[config.mk]
export PLATFORM = sky130hd
export DESIGN_NAME = video_gen
export DESIGN_NICKNAME = d
export VERILOG_FILES = /design/src/hw/video_types_pkg.sv /design/src/hw/xr_regs_pkg.sv /design/src/hw/pf_config_if.sv /design/src/hw/video_beat_if.sv /design/src/hw/pf_fetch.sv /design/src/hw/pf_pixel.sv /design/src/hw/video_gen.sv /design/src/hw/video_timing.sv /design/src/hw/xr_registers.sv
export SDC_FILE = /design/constraint.sdc
export NUM_CORES = 1
export LEC_CHECK = 0
export BUFFER_PORTS_ARGS = -buffer_cell sky130_fd_sc_hd__buf_2
export CAP_MARGIN = 10
export CELL_PAD_IN_SITES_DETAIL_PLACEMENT = 0
export CELL_PAD_IN_SITES_GLOBAL_PLACEMENT = 1
export CORE_MARGIN = 1.5
export CORE_UTILIZATION = 33
export CTS_CLUSTER_DIAMETER = 80
export DETAILED_ROUTE_END_ITERATION = 8
export PLACE_DENSITY_LB_ADDON = 0.1
export SLEW_MARGIN = 20
export SYNTH_ARGS = -nofsm -noshare
export SYNTH_HDL_FRONTEND = slang
export SYNTH_SLANG_ARGS = --single-unit
[constraint.sdc]
create_clock -name clk -period 2.7 [get_ports clk]
set_input_delay 0.27 -clock clk [delete_from_list [all_inputs] [get_ports clk]]
set_output_delay 0.27 -clock clk [all_outputs]
set_load 0.05 [all_outputs]
[src/hw/video_types_pkg.sv]
// vector types shared by all video stages, referenced by scoped name (video_types_pkg::word_t)
`default_nettype none

package video_types_pkg;

typedef logic [15:0] word_t;        // register or video RAM data word
typedef logic [15:0] addr_t;        // video RAM word address
typedef logic [7:0]  color_t;       // palette index
typedef logic [9:0]  hpos_t;        // pixel count within a line
typedef logic [9:0]  vpos_t;        // line count within a frame
typedef logic [5:0]  reg_num_t;     // control register number
typedef logic [3:0]  intr_t;        // interrupt vector, one bit per source

endpackage

`default_nettype wire

[src/hw/xr_regs_pkg.sv]
// control register map of the video generator, used by the register block and the testbench
`default_nettype none

package xr_regs_pkg;

// video control registers
localparam video_types_pkg::reg_num_t XR_VID_CTRL     = 6'd0;     // border color, intr bits
localparam video_types_pkg::reg_num_t XR_VID_LEFT     = 6'd4;     // left window edge
localparam video_types_pkg::reg_num_t XR_VID_RIGHT    = 6'd5;     // right window edge
localparam video_types_pkg::reg_num_t XR_SCANLINE     = 6'd8;     // read only
localparam video_types_pkg::reg_num_t XR_VID_HSIZE    = 6'd10;    // read only
localparam video_types_pkg::reg_num_t XR_VID_VSIZE    = 6'd11;    // read only

// playfield registers
localparam video_types_pkg::reg_num_t XR_PA_GFX_CTRL  = 6'd16;    // color base, blank
localparam video_types_pkg::reg_num_t XR_PA_DISP_ADDR = 6'd18;    // frame start word address
localparam video_types_pkg::reg_num_t XR_PA_LINE_LEN  = 6'd19;    // words per line

// field positions
localparam int VSYNC_INTR   = 3;    // end of visible frame interrupt bit
localparam int PA_BLANK_BIT = 7;    // blank bit in XR_PA_GFX_CTRL

// reset values
localparam video_types_pkg::color_t BORDER_RESET = 8'h08;    // dark grey, shows the chip is alive

endpackage

`default_nettype wire

[src/hw/pf_config_if.sv]
// border and playfield settings, driven by the register block and read by the fetch and pixel stages
`default_nettype none
`timescale 1ns/100ps

interface pf_config_if;

video_types_pkg::color_t    border_color;
video_types_pkg::hpos_t     vid_left;       // first pixel inside the window
video_types_pkg::hpos_t     vid_right;      // first pixel past the window
logic                       pa_blank;       // playfield off, border only
video_types_pkg::color_t    pa_colorbase;   // XOR'd into every playfield pixel
video_types_pkg::addr_t     pa_start_addr;  // loaded at end of frame
video_types_pkg::word_t     pa_line_len;    // words added per visible line

modport regs (output border_color, vid_left, vid_right, pa_blank, pa_colorbase,
              pa_start_addr, pa_line_len);
modport stage (input border_color, vid_left, vid_right, pa_blank, pa_colorbase,
               pa_start_addr, pa_line_len);

endinterface

`default_nettype wire

[src/hw/video_beat_if.sv]
// one pixel position with its sync and frame flags, handed from one pipeline stage to the next
`default_nettype none
`timescale 1ns/100ps

interface video_beat_if;

video_types_pkg::hpos_t h_count;    // pixel within line
video_types_pkg::vpos_t v_count;    // line within frame
logic   h_visible;
logic   v_visible;
logic   hsync;                      // active high
logic   vsync;                      // active high
logic   end_of_line;                // last pixel of every line
logic   end_of_frame;               // last pixel of the frame
logic   end_of_visible;             // last visible pixel of the frame

modport source (output h_count, v_count, h_visible, v_visible, hsync, vsync,
                end_of_line, end_of_frame, end_of_visible);
modport fetch_stage (input h_count, v_count, h_visible, v_visible, hsync, vsync,
                     end_of_line, end_of_frame, end_of_visible);
modport sink (input h_count, v_count, h_visible, v_visible, hsync, vsync,
              end_of_line, end_of_frame, end_of_visible);

endinterface

`default_nettype wire

[src/hw/pf_fetch.sv]
// fetch stage: tracks the playfield line address and issues video RAM reads, one cycle behind timing
`default_nettype none
`timescale 1ns/100ps

module pf_fetch (
    input  wire logic               clk,
    input  wire logic               reset_i,
    video_beat_if.fetch_stage       beat_i,
    video_beat_if.source            beat_o,
    pf_config_if.stage              cfg_i,
    output logic                    vram_sel_o,
    output video_types_pkg::addr_t  vram_addr_o
);

video_types_pkg::addr_t line_addr;  // first word of the current line

always_ff @(posedge clk) begin
    if (reset_i) begin
        line_addr <= '0;
    end else if (beat_i.end_of_frame) begin
        line_addr <= cfg_i.pa_start_addr;               // rewind for the next frame
    end else if (beat_i.end_of_line && beat_i.v_visible) begin
        line_addr <= line_addr + cfg_i.pa_line_len;
    end
end

// one word holds two pixels, so read on even x only
always_ff @(posedge clk) begin
    if (reset_i) begin
        vram_sel_o <= 1'b0;
    end else begin
        vram_sel_o <= beat_i.h_visible && beat_i.v_visible && !beat_i.h_count[0] &&
                      !cfg_i.pa_blank;
    end
    vram_addr_o <= line_addr + video_types_pkg::addr_t'(beat_i.h_count >> 1);
end

// beat delayed to line up with vram_sel_o
always_ff @(posedge clk) begin
    beat_o.h_count        <= beat_i.h_count;
    beat_o.v_count        <= beat_i.v_count;
    beat_o.h_visible      <= beat_i.h_visible;
    beat_o.v_visible      <= beat_i.v_visible;
    beat_o.hsync          <= beat_i.hsync;
    beat_o.vsync          <= beat_i.vsync;
    beat_o.end_of_line    <= beat_i.end_of_line;
    beat_o.end_of_frame   <= beat_i.end_of_frame;
    beat_o.end_of_visible <= beat_i.end_of_visible;
end

endmodule

`default_nettype wire

[src/hw/pf_pixel.sv]
// pixel stage: picks bytes from the fetched words, applies color base and border, registers outputs
`default_nettype none
`timescale 1ns/100ps

module pf_pixel (
    input  wire logic                   clk,
    input  wire logic                   reset_i,
    video_beat_if.sink                  beat_i,
    pf_config_if.stage                  cfg_i,
    input  wire video_types_pkg::word_t vram_data_i,
    output video_types_pkg::color_t     color_index_o,
    output logic                        hsync_o,
    output logic                        vsync_o,
    output logic                        h_blank_o,
    output logic                        v_blank_o,
    output logic                        dv_de_o
);

video_types_pkg::hpos_t     d_h_count;      // beat_f one cycle later, meets the RAM data
logic                       d_h_visible;
logic                       d_v_visible;
logic                       d_hsync;
logic                       d_vsync;
video_types_pkg::color_t    pix_lo;         // low byte kept for the odd pixel
video_types_pkg::color_t    pix_byte;
logic                       show_pf;        // inside window and not blanked

always_ff @(posedge clk) begin
    d_h_count   <= beat_i.h_count;
    d_h_visible <= beat_i.h_visible;
    d_v_visible <= beat_i.v_visible;
    d_hsync     <= beat_i.hsync;
    d_vsync     <= beat_i.vsync;
    if (!d_h_count[0]) begin
        pix_lo <= vram_data_i[7:0];
    end
end

always_comb begin
    pix_byte = d_h_count[0] ? pix_lo : vram_data_i[15:8];  // high byte first
    show_pf  = (d_h_count >= cfg_i.vid_left) && (d_h_count < cfg_i.vid_right) && !cfg_i.pa_blank;
end

always_ff @(posedge clk) begin
    if (reset_i) begin
        color_index_o <= '0;
        hsync_o       <= 1'b0;
        vsync_o       <= 1'b0;
        h_blank_o     <= 1'b1;
        v_blank_o     <= 1'b1;
        dv_de_o       <= 1'b0;
    end else begin
        hsync_o   <= d_hsync;
        vsync_o   <= d_vsync;
        h_blank_o <= !d_h_visible;
        v_blank_o <= !d_v_visible;
        dv_de_o   <= d_h_visible && d_v_visible;
        if (!(d_h_visible && d_v_visible)) begin
            color_index_o <= '0;                            // black outside the raster
        end else if (show_pf) begin
            color_index_o <= pix_byte ^ cfg_i.pa_colorbase;
        end else begin
            color_index_o <= cfg_i.border_color;
        end
    end
end

endmodule

`default_nettype wire

[src/hw/video_gen.sv]
// video generator top level: joins timing, fetch, pixel and register blocks to plain ports
`default_nettype none
`timescale 1ns/100ps

module video_gen #(
    parameter int H_VISIBLE = 16,
    parameter int H_FRONT   = 2,
    parameter int H_SYNC    = 3,
    parameter int H_BACK    = 3,
    parameter int V_VISIBLE = 8,
    parameter int V_FRONT   = 1,
    parameter int V_SYNC    = 2,
    parameter int V_BACK    = 1
) (
    input  wire logic                       clk,
    input  wire logic                       reset_i,
    input  wire logic                       reg_wr_i,       // register write strobe
    input  wire video_types_pkg::reg_num_t  reg_num_i,
    input  wire video_types_pkg::word_t     reg_data_i,
    output video_types_pkg::word_t          reg_data_o,     // readback, one cycle late
    output video_types_pkg::intr_t          intr_o,
    output logic                            vram_sel_o,
    output video_types_pkg::addr_t          vram_addr_o,
    input  wire video_types_pkg::word_t     vram_data_i,    // valid the cycle after vram_sel_o
    output video_types_pkg::color_t         color_index_o,
    output logic                            hsync_o,
    output logic                            vsync_o,
    output logic                            h_blank_o,
    output logic                            v_blank_o,
    output logic                            dv_de_o
);

video_beat_if beat_t();     // from timing
video_beat_if beat_f();     // one cycle later, from fetch
pf_config_if  cfg();

video_timing #(
    .H_VISIBLE(H_VISIBLE), .H_FRONT(H_FRONT), .H_SYNC(H_SYNC), .H_BACK(H_BACK),
    .V_VISIBLE(V_VISIBLE), .V_FRONT(V_FRONT), .V_SYNC(V_SYNC), .V_BACK(V_BACK)
) timing_i (
    .clk(clk),
    .reset_i(reset_i),
    .beat_o(beat_t)
);

xr_registers #(
    .H_VISIBLE(H_VISIBLE),
    .V_VISIBLE(V_VISIBLE)
) regs_i (
    .clk(clk),
    .reset_i(reset_i),
    .reg_wr_i(reg_wr_i),
    .reg_num_i(reg_num_i),
    .reg_data_i(reg_data_i),
    .reg_data_o(reg_data_o),
    .intr_o(intr_o),
    .beat_i(beat_t),
    .cfg_o(cfg)
);

pf_fetch fetch_i (
    .clk(clk),
    .reset_i(reset_i),
    .beat_i(beat_t),
    .beat_o(beat_f),
    .cfg_i(cfg),
    .vram_sel_o(vram_sel_o),
    .vram_addr_o(vram_addr_o)
);

pf_pixel pixel_i (
    .clk(clk),
    .reset_i(reset_i),
    .beat_i(beat_f),
    .cfg_i(cfg),
    .vram_data_i(vram_data_i),
    .color_index_o(color_index_o),
    .hsync_o(hsync_o),
    .vsync_o(vsync_o),
    .h_blank_o(h_blank_o),
    .v_blank_o(v_blank_o),
    .dv_de_o(dv_de_o)
);

endmodule

`default_nettype wire

[src/hw/video_timing.sv]
// raster timing stage: pixel and line counters, syncs, visible flags and frame events
`default_nettype none
`timescale 1ns/100ps

module video_timing #(
    parameter int H_VISIBLE = 16,
    parameter int H_FRONT   = 2,
    parameter int H_SYNC    = 3,
    parameter int H_BACK    = 3,
    parameter int V_VISIBLE = 8,
    parameter int V_FRONT   = 1,
    parameter int V_SYNC    = 2,
    parameter int V_BACK    = 1
) (
    input  wire logic       clk,
    input  wire logic       reset_i,
    video_beat_if.source    beat_o
);

localparam video_types_pkg::hpos_t H_VIS      = video_types_pkg::hpos_t'(H_VISIBLE);
localparam video_types_pkg::hpos_t H_SYNC_ON  = video_types_pkg::hpos_t'(H_VISIBLE + H_FRONT);
localparam video_types_pkg::hpos_t H_SYNC_OFF = H_SYNC_ON + video_types_pkg::hpos_t'(H_SYNC);
localparam video_types_pkg::hpos_t H_LAST     = H_SYNC_OFF + video_types_pkg::hpos_t'(H_BACK - 1);
localparam video_types_pkg::vpos_t V_VIS      = video_types_pkg::vpos_t'(V_VISIBLE);
localparam video_types_pkg::vpos_t V_SYNC_ON  = video_types_pkg::vpos_t'(V_VISIBLE + V_FRONT);
localparam video_types_pkg::vpos_t V_SYNC_OFF = V_SYNC_ON + video_types_pkg::vpos_t'(V_SYNC);
localparam video_types_pkg::vpos_t V_LAST     = V_SYNC_OFF + video_types_pkg::vpos_t'(V_BACK - 1);

video_types_pkg::hpos_t h_cnt;
video_types_pkg::vpos_t v_cnt;
logic                   last_pixel;     // last pixel of the line
logic                   last_line;      // last line of the frame

always_comb last_pixel = (h_cnt == H_LAST);
always_comb last_line  = (v_cnt == V_LAST);

// free running raster counters
always_ff @(posedge clk) begin
    if (reset_i) begin
        h_cnt <= '0;
        v_cnt <= '0;
    end else if (last_pixel) begin
        h_cnt <= '0;
        v_cnt <= last_line ? '0 : v_cnt + 1'b1;
    end else begin
        h_cnt <= h_cnt + 1'b1;
    end
end

always_ff @(posedge clk) begin
    if (reset_i) begin
        beat_o.h_count        <= '0;
        beat_o.v_count        <= '0;
        beat_o.h_visible      <= 1'b0;
        beat_o.v_visible      <= 1'b0;
        beat_o.hsync          <= 1'b0;
        beat_o.vsync          <= 1'b0;
        beat_o.end_of_line    <= 1'b0;
        beat_o.end_of_frame   <= 1'b0;
        beat_o.end_of_visible <= 1'b0;
    end else begin
        beat_o.h_count        <= h_cnt;
        beat_o.v_count        <= v_cnt;
        beat_o.h_visible      <= (h_cnt < H_VIS);
        beat_o.v_visible      <= (v_cnt < V_VIS);
        beat_o.hsync          <= (h_cnt >= H_SYNC_ON) && (h_cnt < H_SYNC_OFF);    // after front porch
        beat_o.vsync          <= (v_cnt >= V_SYNC_ON) && (v_cnt < V_SYNC_OFF);
        beat_o.end_of_line    <= last_pixel;
        beat_o.end_of_frame   <= last_pixel && last_line;
        beat_o.end_of_visible <= (h_cnt == H_VIS - 1'b1) && (v_cnt == V_VIS - 1'b1);
    end
end

endmodule

`default_nettype wire

[src/hw/xr_registers.sv]
// control register block: write decode, one-cycle readback and interrupt pulses
`default_nettype none
`timescale 1ns/100ps

module xr_registers #(
    parameter int H_VISIBLE = 16,
    parameter int V_VISIBLE = 8
) (
    input  wire logic                       clk,
    input  wire logic                       reset_i,
    input  wire logic                       reg_wr_i,
    input  wire video_types_pkg::reg_num_t  reg_num_i,
    input  wire video_types_pkg::word_t     reg_data_i,
    output video_types_pkg::word_t          reg_data_o,
    output video_types_pkg::intr_t          intr_o,
    video_beat_if.sink                      beat_i,
    pf_config_if.regs                       cfg_o
);

video_types_pkg::word_t rd_data;    // value of the register addressed this cycle

always_ff @(posedge clk) begin
    if (reset_i) begin
        intr_o              <= '0;
        cfg_o.border_color  <= xr_regs_pkg::BORDER_RESET;
        cfg_o.vid_left      <= '0;
        cfg_o.vid_right     <= video_types_pkg::hpos_t'(H_VISIBLE);
        cfg_o.pa_blank      <= 1'b1;
        cfg_o.pa_colorbase  <= '0;
        cfg_o.pa_start_addr <= '0;
        cfg_o.pa_line_len   <= video_types_pkg::word_t'(H_VISIBLE / 2);    // two pixels per word
    end else begin
        intr_o <= '0;                                       // pulses last one cycle
        if (reg_wr_i) begin
            case (reg_num_i)
                xr_regs_pkg::XR_VID_CTRL: begin
                    cfg_o.border_color <= reg_data_i[15:8];
                    intr_o             <= reg_data_i[3:0];  // software interrupts
                end
                xr_regs_pkg::XR_VID_LEFT: begin
                    cfg_o.vid_left <= video_types_pkg::hpos_t'(reg_data_i);
                end
                xr_regs_pkg::XR_VID_RIGHT: begin
                    cfg_o.vid_right <= video_types_pkg::hpos_t'(reg_data_i);
                end
                xr_regs_pkg::XR_PA_GFX_CTRL: begin
                    cfg_o.pa_colorbase <= reg_data_i[15:8];
                    cfg_o.pa_blank     <= reg_data_i[xr_regs_pkg::PA_BLANK_BIT];
                end
                xr_regs_pkg::XR_PA_DISP_ADDR: begin
                    cfg_o.pa_start_addr <= reg_data_i;
                end
                xr_regs_pkg::XR_PA_LINE_LEN: begin
                    cfg_o.pa_line_len <= reg_data_i;
                end
                default: begin
                end
            endcase
        end
        if (beat_i.end_of_visible) begin
            intr_o[xr_regs_pkg::VSYNC_INTR] <= 1'b1;        // frame done, vblank starts
        end
    end
end

// readback mux
always_comb begin
    rd_data = '0;
    case (reg_num_i)
        xr_regs_pkg::XR_VID_CTRL:     rd_data[15:8] = cfg_o.border_color;
        xr_regs_pkg::XR_VID_LEFT:     rd_data = video_types_pkg::word_t'(cfg_o.vid_left);
        xr_regs_pkg::XR_VID_RIGHT:    rd_data = video_types_pkg::word_t'(cfg_o.vid_right);
        xr_regs_pkg::XR_SCANLINE:     rd_data = video_types_pkg::word_t'(beat_i.v_count);
        xr_regs_pkg::XR_VID_HSIZE:    rd_data = video_types_pkg::word_t'(H_VISIBLE);
        xr_regs_pkg::XR_VID_VSIZE:    rd_data = video_types_pkg::word_t'(V_VISIBLE);
        xr_regs_pkg::XR_PA_GFX_CTRL: begin
            rd_data[15:8]                     = cfg_o.pa_colorbase;
            rd_data[xr_regs_pkg::PA_BLANK_BIT] = cfg_o.pa_blank;
        end
        xr_regs_pkg::XR_PA_DISP_ADDR: rd_data = cfg_o.pa_start_addr;
        xr_regs_pkg::XR_PA_LINE_LEN:  rd_data = cfg_o.pa_line_len;
        default: begin
        end
    endcase
end

always_ff @(posedge clk) begin
    reg_data_o <= rd_data;                                  // read data one cycle after address
end

endmodule

`default_nettype wire

### Word-level counts from Yosys, hierarchy flattened

Index checks and enable logic that the tools add are counted.

* add/sub/neg operators: 4
* magnitude comparators: 8
* equal/unequal tests: 12
* muxes and demuxes: 11
* bitwise operators: 4
* reductions and logical operators: 26

Operators with widths (count)
* case mux 8 bit (7 select lines): 1
* case mux 7 bit (7 select lines): 1
* two-way mux 16 bit: 2
* adder 10 x 1 -> 10 bit, second input constant: 2
* equality test 10 x 4 -> 1 bit, second input constant: 2
* less-than comparator 10 x 4 -> 1 bit, second input constant: 2
* less-than comparator 10 x 5 -> 1 bit, second input constant: 2
* equality test 6 x 4 -> 1 bit, second input constant: 3
* equality test 6 x 5 -> 1 bit, second input constant: 3
* adder 16 bit: 1
* adder 16 x 9 -> 16 bit: 1
* two-way mux 8 bit: 2
* equality test 6 x 3 -> 1 bit, second input constant: 2
* AND reduction 2 bit: 6
* logical AND 1 bit: 11
* equality test 10 x 3 -> 1 bit, second input constant: 1
* equality test 10 x 5 -> 1 bit, second input constant: 1
* >= comparator 10 bit: 1
* >= comparator 10 x 4 -> 1 bit, second input constant: 1
* >= comparator 10 x 5 -> 1 bit, second input constant: 1
* less-than comparator 10 bit: 1
* two-way mux 10 bit: 1
* two-way mux 4 bit: 2
* bitwise XOR 8 bit: 1
* other kinds (8): 14

* bits in registers: 218
* logic and storage cells: 106

### Longest topological paths before layout

* depth after elaboration: 4
* mapped depth: 11

### Hierarchy

A second synthesis with hierarchy kept.

* cell total of the unflattened synthesis: 1088
* area, all modules: 10060.9 um^2

Modules (own cells, without submodules)
* xr_registers: times used 1, cells each 396, area an instance 3548.4 um^2
* pf_fetch: times used 1, cells each 351, area an instance 3106.7 um^2
* video_timing: times used 1, cells each 194, area an instance 1775.5 um^2
* pf_pixel: times used 1, cells each 147, area an instance 1630.3 um^2

### Least setup slack after synthesis

OpenSTA, ideal clock, no wires.

* path kind: reg-to-reg
* start: register pixel_i.d_h_count[0]
* end: register pixel_i.color_index_o[0]
* arrival: 2.191 ns
* slack: 0.384 ns
* cell stages (with the launch flop): 12
* path buffers: 2
* clock period less this slack: 2.316 ns
* cells stage by stage: dfxtp_1 > buf_2 > inv_1 > ha_1 > nand2b_1 > a211oi_1 > o21ai_0 > a221o_1 > o211a_1 > buf_2 > mux2i_1 > nor2_1

* word-level cells in the longest chain between the ends: 4
* elaborated cells between the ends (all ways): 7
* classes of those cells: 2 x order compare; 2 x mux; 1 x bitwise; 2 x reduce/logical

RTL lines
* from (decl): RTL line pf_pixel.sv:19 `video_types_pkg::hpos_t d_h_count;`
* from (signal assigned): RTL line pf_pixel.sv:29 `d_h_count <= beat_i.h_count;`
* >= comparator 10 bit / less-than comparator 10 bit (equally long branches): RTL line pf_pixel.sv:41 `show_pf = (d_h_count >= cfg_i.vid_left) && (d_h_count < cfg_i.vid_right) && !cfg_i.pa_blank;`
* logical AND 1 bit (2 in a row): RTL line pf_pixel.sv:41
* two-way mux 8 bit (*): RTL line pf_pixel.sv:60 `end else if (show_pf) begin`
* to (signal assigned): RTL line pf_pixel.sv:61 `color_index_o <= pix_byte ^ cfg_i.pa_colorbase;`
* to (signal assigned): RTL line pf_pixel.sv:63 `color_index_o <= cfg_i.border_color;`
* to (decl): RTL line pf_pixel.sv:11 `output video_types_pkg::color_t color_index_o,`

Mark *: on every way between the ends. The rest lies on a longest branch, timed or not.
A chain may end at the register's enable or synchronous reset.

### Worst setup path after layout

* start: register regs_i.cfg_o.pa_line_len[0] (netlist name)
* end: register fetch_i.line_addr[14]

* word-level cells in the longest chain between the ends: 3

RTL lines
* from (decl): RTL line pf_config_if.sv:16 `pa_start_addr, pa_line_len);`
* from (signal assigned): RTL line xr_registers.sv:31 `cfg_o.pa_line_len <= video_types_pkg::word_t'(H_VISIBLE / 2);`
* from (signal assigned): RTL line xr_registers.sv:54 `cfg_o.pa_line_len <= reg_data_i;`
* adder 16 bit: RTL line pf_fetch.sv:23 `line_addr <= line_addr + cfg_i.pa_line_len;`
* two-way mux 16 bit: RTL line pf_fetch.sv:22 `end else if (beat_i.end_of_line && beat_i.v_visible) begin`
* two-way mux 16 bit: RTL line pf_fetch.sv:20 `end else if (beat_i.end_of_frame) begin`
* to (signal assigned): RTL line pf_fetch.sv:21 `line_addr <= cfg_i.pa_start_addr;`
* to (signal assigned): RTL line pf_fetch.sv:23
* to (decl): RTL line pf_fetch.sv:15 `video_types_pkg::addr_t line_addr;`

Every way passes these cells. The select of a mux whose other input is x is not followed.

==> results.ini <==
[global_routing]
grt_pass1_vias=6934
track_usage=0.179
grt_pass1_wl_um=39900
grt_overflow=0
grt_antenna_before_repair=0
grt_max_degree=102

[sta]
setup_viol=0
rsz0062_at_grt=no
fin_tns_setup_ns=0
maxSlewHeadroom=0.538
clock.fmax_ghz=0.411
finalMaxSlewViolations=0
hold_ws_ns=0.0450
post-route-period-util=0.900
hold_viol=0
tightest_slew_ns=0.690
finClkSkew_ns=0.00977
period_minus_slack_ns=2.43

[min_path]
hp-class=in -> reg
hold_start=reg_data_i[14]
min_delay_path_depth=3
min_to=regs_i.cfg_o.pa_start_addr[14]

[clock_tree]
cts_made_buffers=26
clk_latency_ns=0.51
clock_sinks=218
cts.clk_slew.worst_paths_ns=0.06
htree_num_levels=1
cts_root_buf=clkbuf_16
cts_setup_buffers=0
cts_tree=yes
cts_buffer_depth=3

[yosys]
syn_avg_cell_area_um2=9.31
synthCells=990
syn-num-nets=1082
async_flop_share=0
yosysWarnings=0
synth_edf_count=8
netlist_area_um2=9210
ys_ff_latch=218
synth_cell_type_count=59
synth-seq-area-share=0.482
yosys_most_used_dff=dfxtp_1

[floorplanning]
fp.dieW_um=170
rows=60
coreArea_um2=27200
io_pins=91
die-height_um=170
start_util=0.339
dieArea_um2=28900

[job]
drv_cap=0

[outcome]
status=completed

[drt]
drt_drc_violations_left=0
final_antenna_net_count=0
drt-total-wl_um=25400
wire_per_inst_um=17.2
viasPerCell=4.72
dr.pass1.iters=4
drt-initial-drc-count=434
vias=6994

[placed_design]
dp_hpwl_um=18400
io_buffers=90
place.gp.congestion=0.791
dp.cells=1427
placed_area_um2=10100

[cells_and_area]
drive_above_1_share=0.151
area_growth_syn_to_layout_pct=20.4
multiInputGateArea_um2=4450
stdcell_count=1481
antenna_cells=0
fin_nets=1183
layout_commonest_cell=dfxtp_1
fillers=2773
fin_area_um2=11100
layout_common_cells=dfxtp_1, nand2_1, nor2_1, a21oi_1, buf_2
seq_area_um2=4440

[power_and_ir_drop]
power_mw=7.18
powerDensity_nw_per_um2=647
power_leakage_nw=4.55
irDropWorstVdd_v=0.000447

[critical_path]
crit_arrival_ns=2.85
rr_endpoint=fetch_i.line_addr[14]
start_kind=flop
worst-path-max-fanout=4
r2r_start=regs_i.cfg_o.pa_line_len[0]
r2r_setup_slack_ns=0.27
endpoint_kind=flop
critical_path_class=reg -> reg
rr_worst_depth=10
cp_data_required_time_ns=3.12

cells in the mapped netlist (all sizes together) (10+ instances only):
cell	count	area, µm²
a21o	12	91.3
a21oi	90	454
buf	13	55.1
clkbuf	32	120
dfxtp	210	4200
ha	49	613
inv	38	143
mux2i	67	671
nand2	137	517
nand3	29	145
nor2	96	368
nor2b	22	138
nor3	15	75.1
o21ai	16	80.1
o22ai	10	62.6
xnor2	28	245
xor2	18	158
sequential cells by signal, indices dropped and copies added (netlist names), 16 cells and up:
| name | count |
|---|---|
| regs_i.reg_data_o | 16 |
| regs_i.cfg_o.pa_line_len | 16 |
| fetch_i.line_addr | 16 |
| fetch_i.vram_addr_o | 16 |
| regs_i.cfg_o.pa_start_addr | 16 |
critical path, cell delays in order, from the launching register on:
cell and delay [ns]:
dfxtp_1 0.37, ha_1 0.19, inv_1 0.05, fa_1 0.37
and2b_1 0.22, o21a_1 0.14, a31o_2 0.21, a21oi_2 0.10
o311ai_2 0.24, xnor2_1 0.11, a2111oi_2 0.33
how the worst max path moves through the flow:
| stage | from | endpoint | depth (start not counted) |
|---|---|---|---|
| 2_1_floorplan | pixel_i.d_h_count[0] | pixel_i.color_index_o[0] | 11 |
| 3_3_place_gp | regs_i.cfg_o.pa_line_len[0] | fetch_i.line_addr[14] | 10 |
| 3_5_place_dp | regs_i.cfg_o.pa_line_len[0] | fetch_i.line_addr[14] | 10 |
| 4_1_cts | regs_i.cfg_o.pa_line_len[0] | fetch_i.line_addr[14] | 10 |
| 5_1_grt | regs_i.cfg_o.pa_line_len[0] | fetch_i.line_addr[14] | 10 |
| 6_report | regs_i.cfg_o.pa_line_len[0] | fetch_i.line_addr[14] | 10 |
through the flow:
step / setup WS [ns] / util
2_1_floorplan: 0.384 / -
3_3_place_gp: 0.227 / 0.372
3_5_place_dp: 0.186 / 0.372
4_1_cts: 0.180 / 0.408
5_1_grt: 0.0561 / 0.408
6_report: 0.270 / 0.408
timing repair:
item / CTS / global route
endpoints found under the hold margin: 8 / 0
hold buffers: 8 / 0
resized for setup: 0 / 0
endpoints found under the setup margin: 0 / 1
cell families after synthesis:
kind of cell | Yosys count | share of synthesized area
adders and majority gates | 51 | 0.0709
DFF | 218 | 0.482
xor gates and xnor gates | 46 | 0.0437
AOI/OAI and AO/OA | 172 | 0.118
muxes | 67 | 0.0728
buffers and inverters | 83 | 0.0345
and+or+nand+nor | 353 | 0.177
final cells by class:
type                            count  share of cell area
Multi-Input combinational cell    689               0.401
Sequential cell                   218               0.401
Clock buffer                       38              0.0700
Timing Repair Buffer              118              0.0627
Tap cell                          372              0.0419
Inverter                           38              0.0129
Clock inverter                      8              0.0107
metal layers:
layer | up-vias | GRT usage | wire [µm]
met1 | 3233 | 0.269 | 13400
met5 | - | 0 | 0
met4 | 0 | 0.0412 | 398
li1 | 3608 | - | -
met2 | 128 | 0.267 | 10500
met3 | 25 | 0.0249 | 1080
power by group:
part / switching [mW] / leakage (nW) / internal, mW
registers: 0.0200 / 1.78 / 3.27
logic: 0.173 / 2.33 / 0.0955
clock network: 1.35 / 0.444 / 2.27
Note: power is estimated with default switching activity, not from simulation.
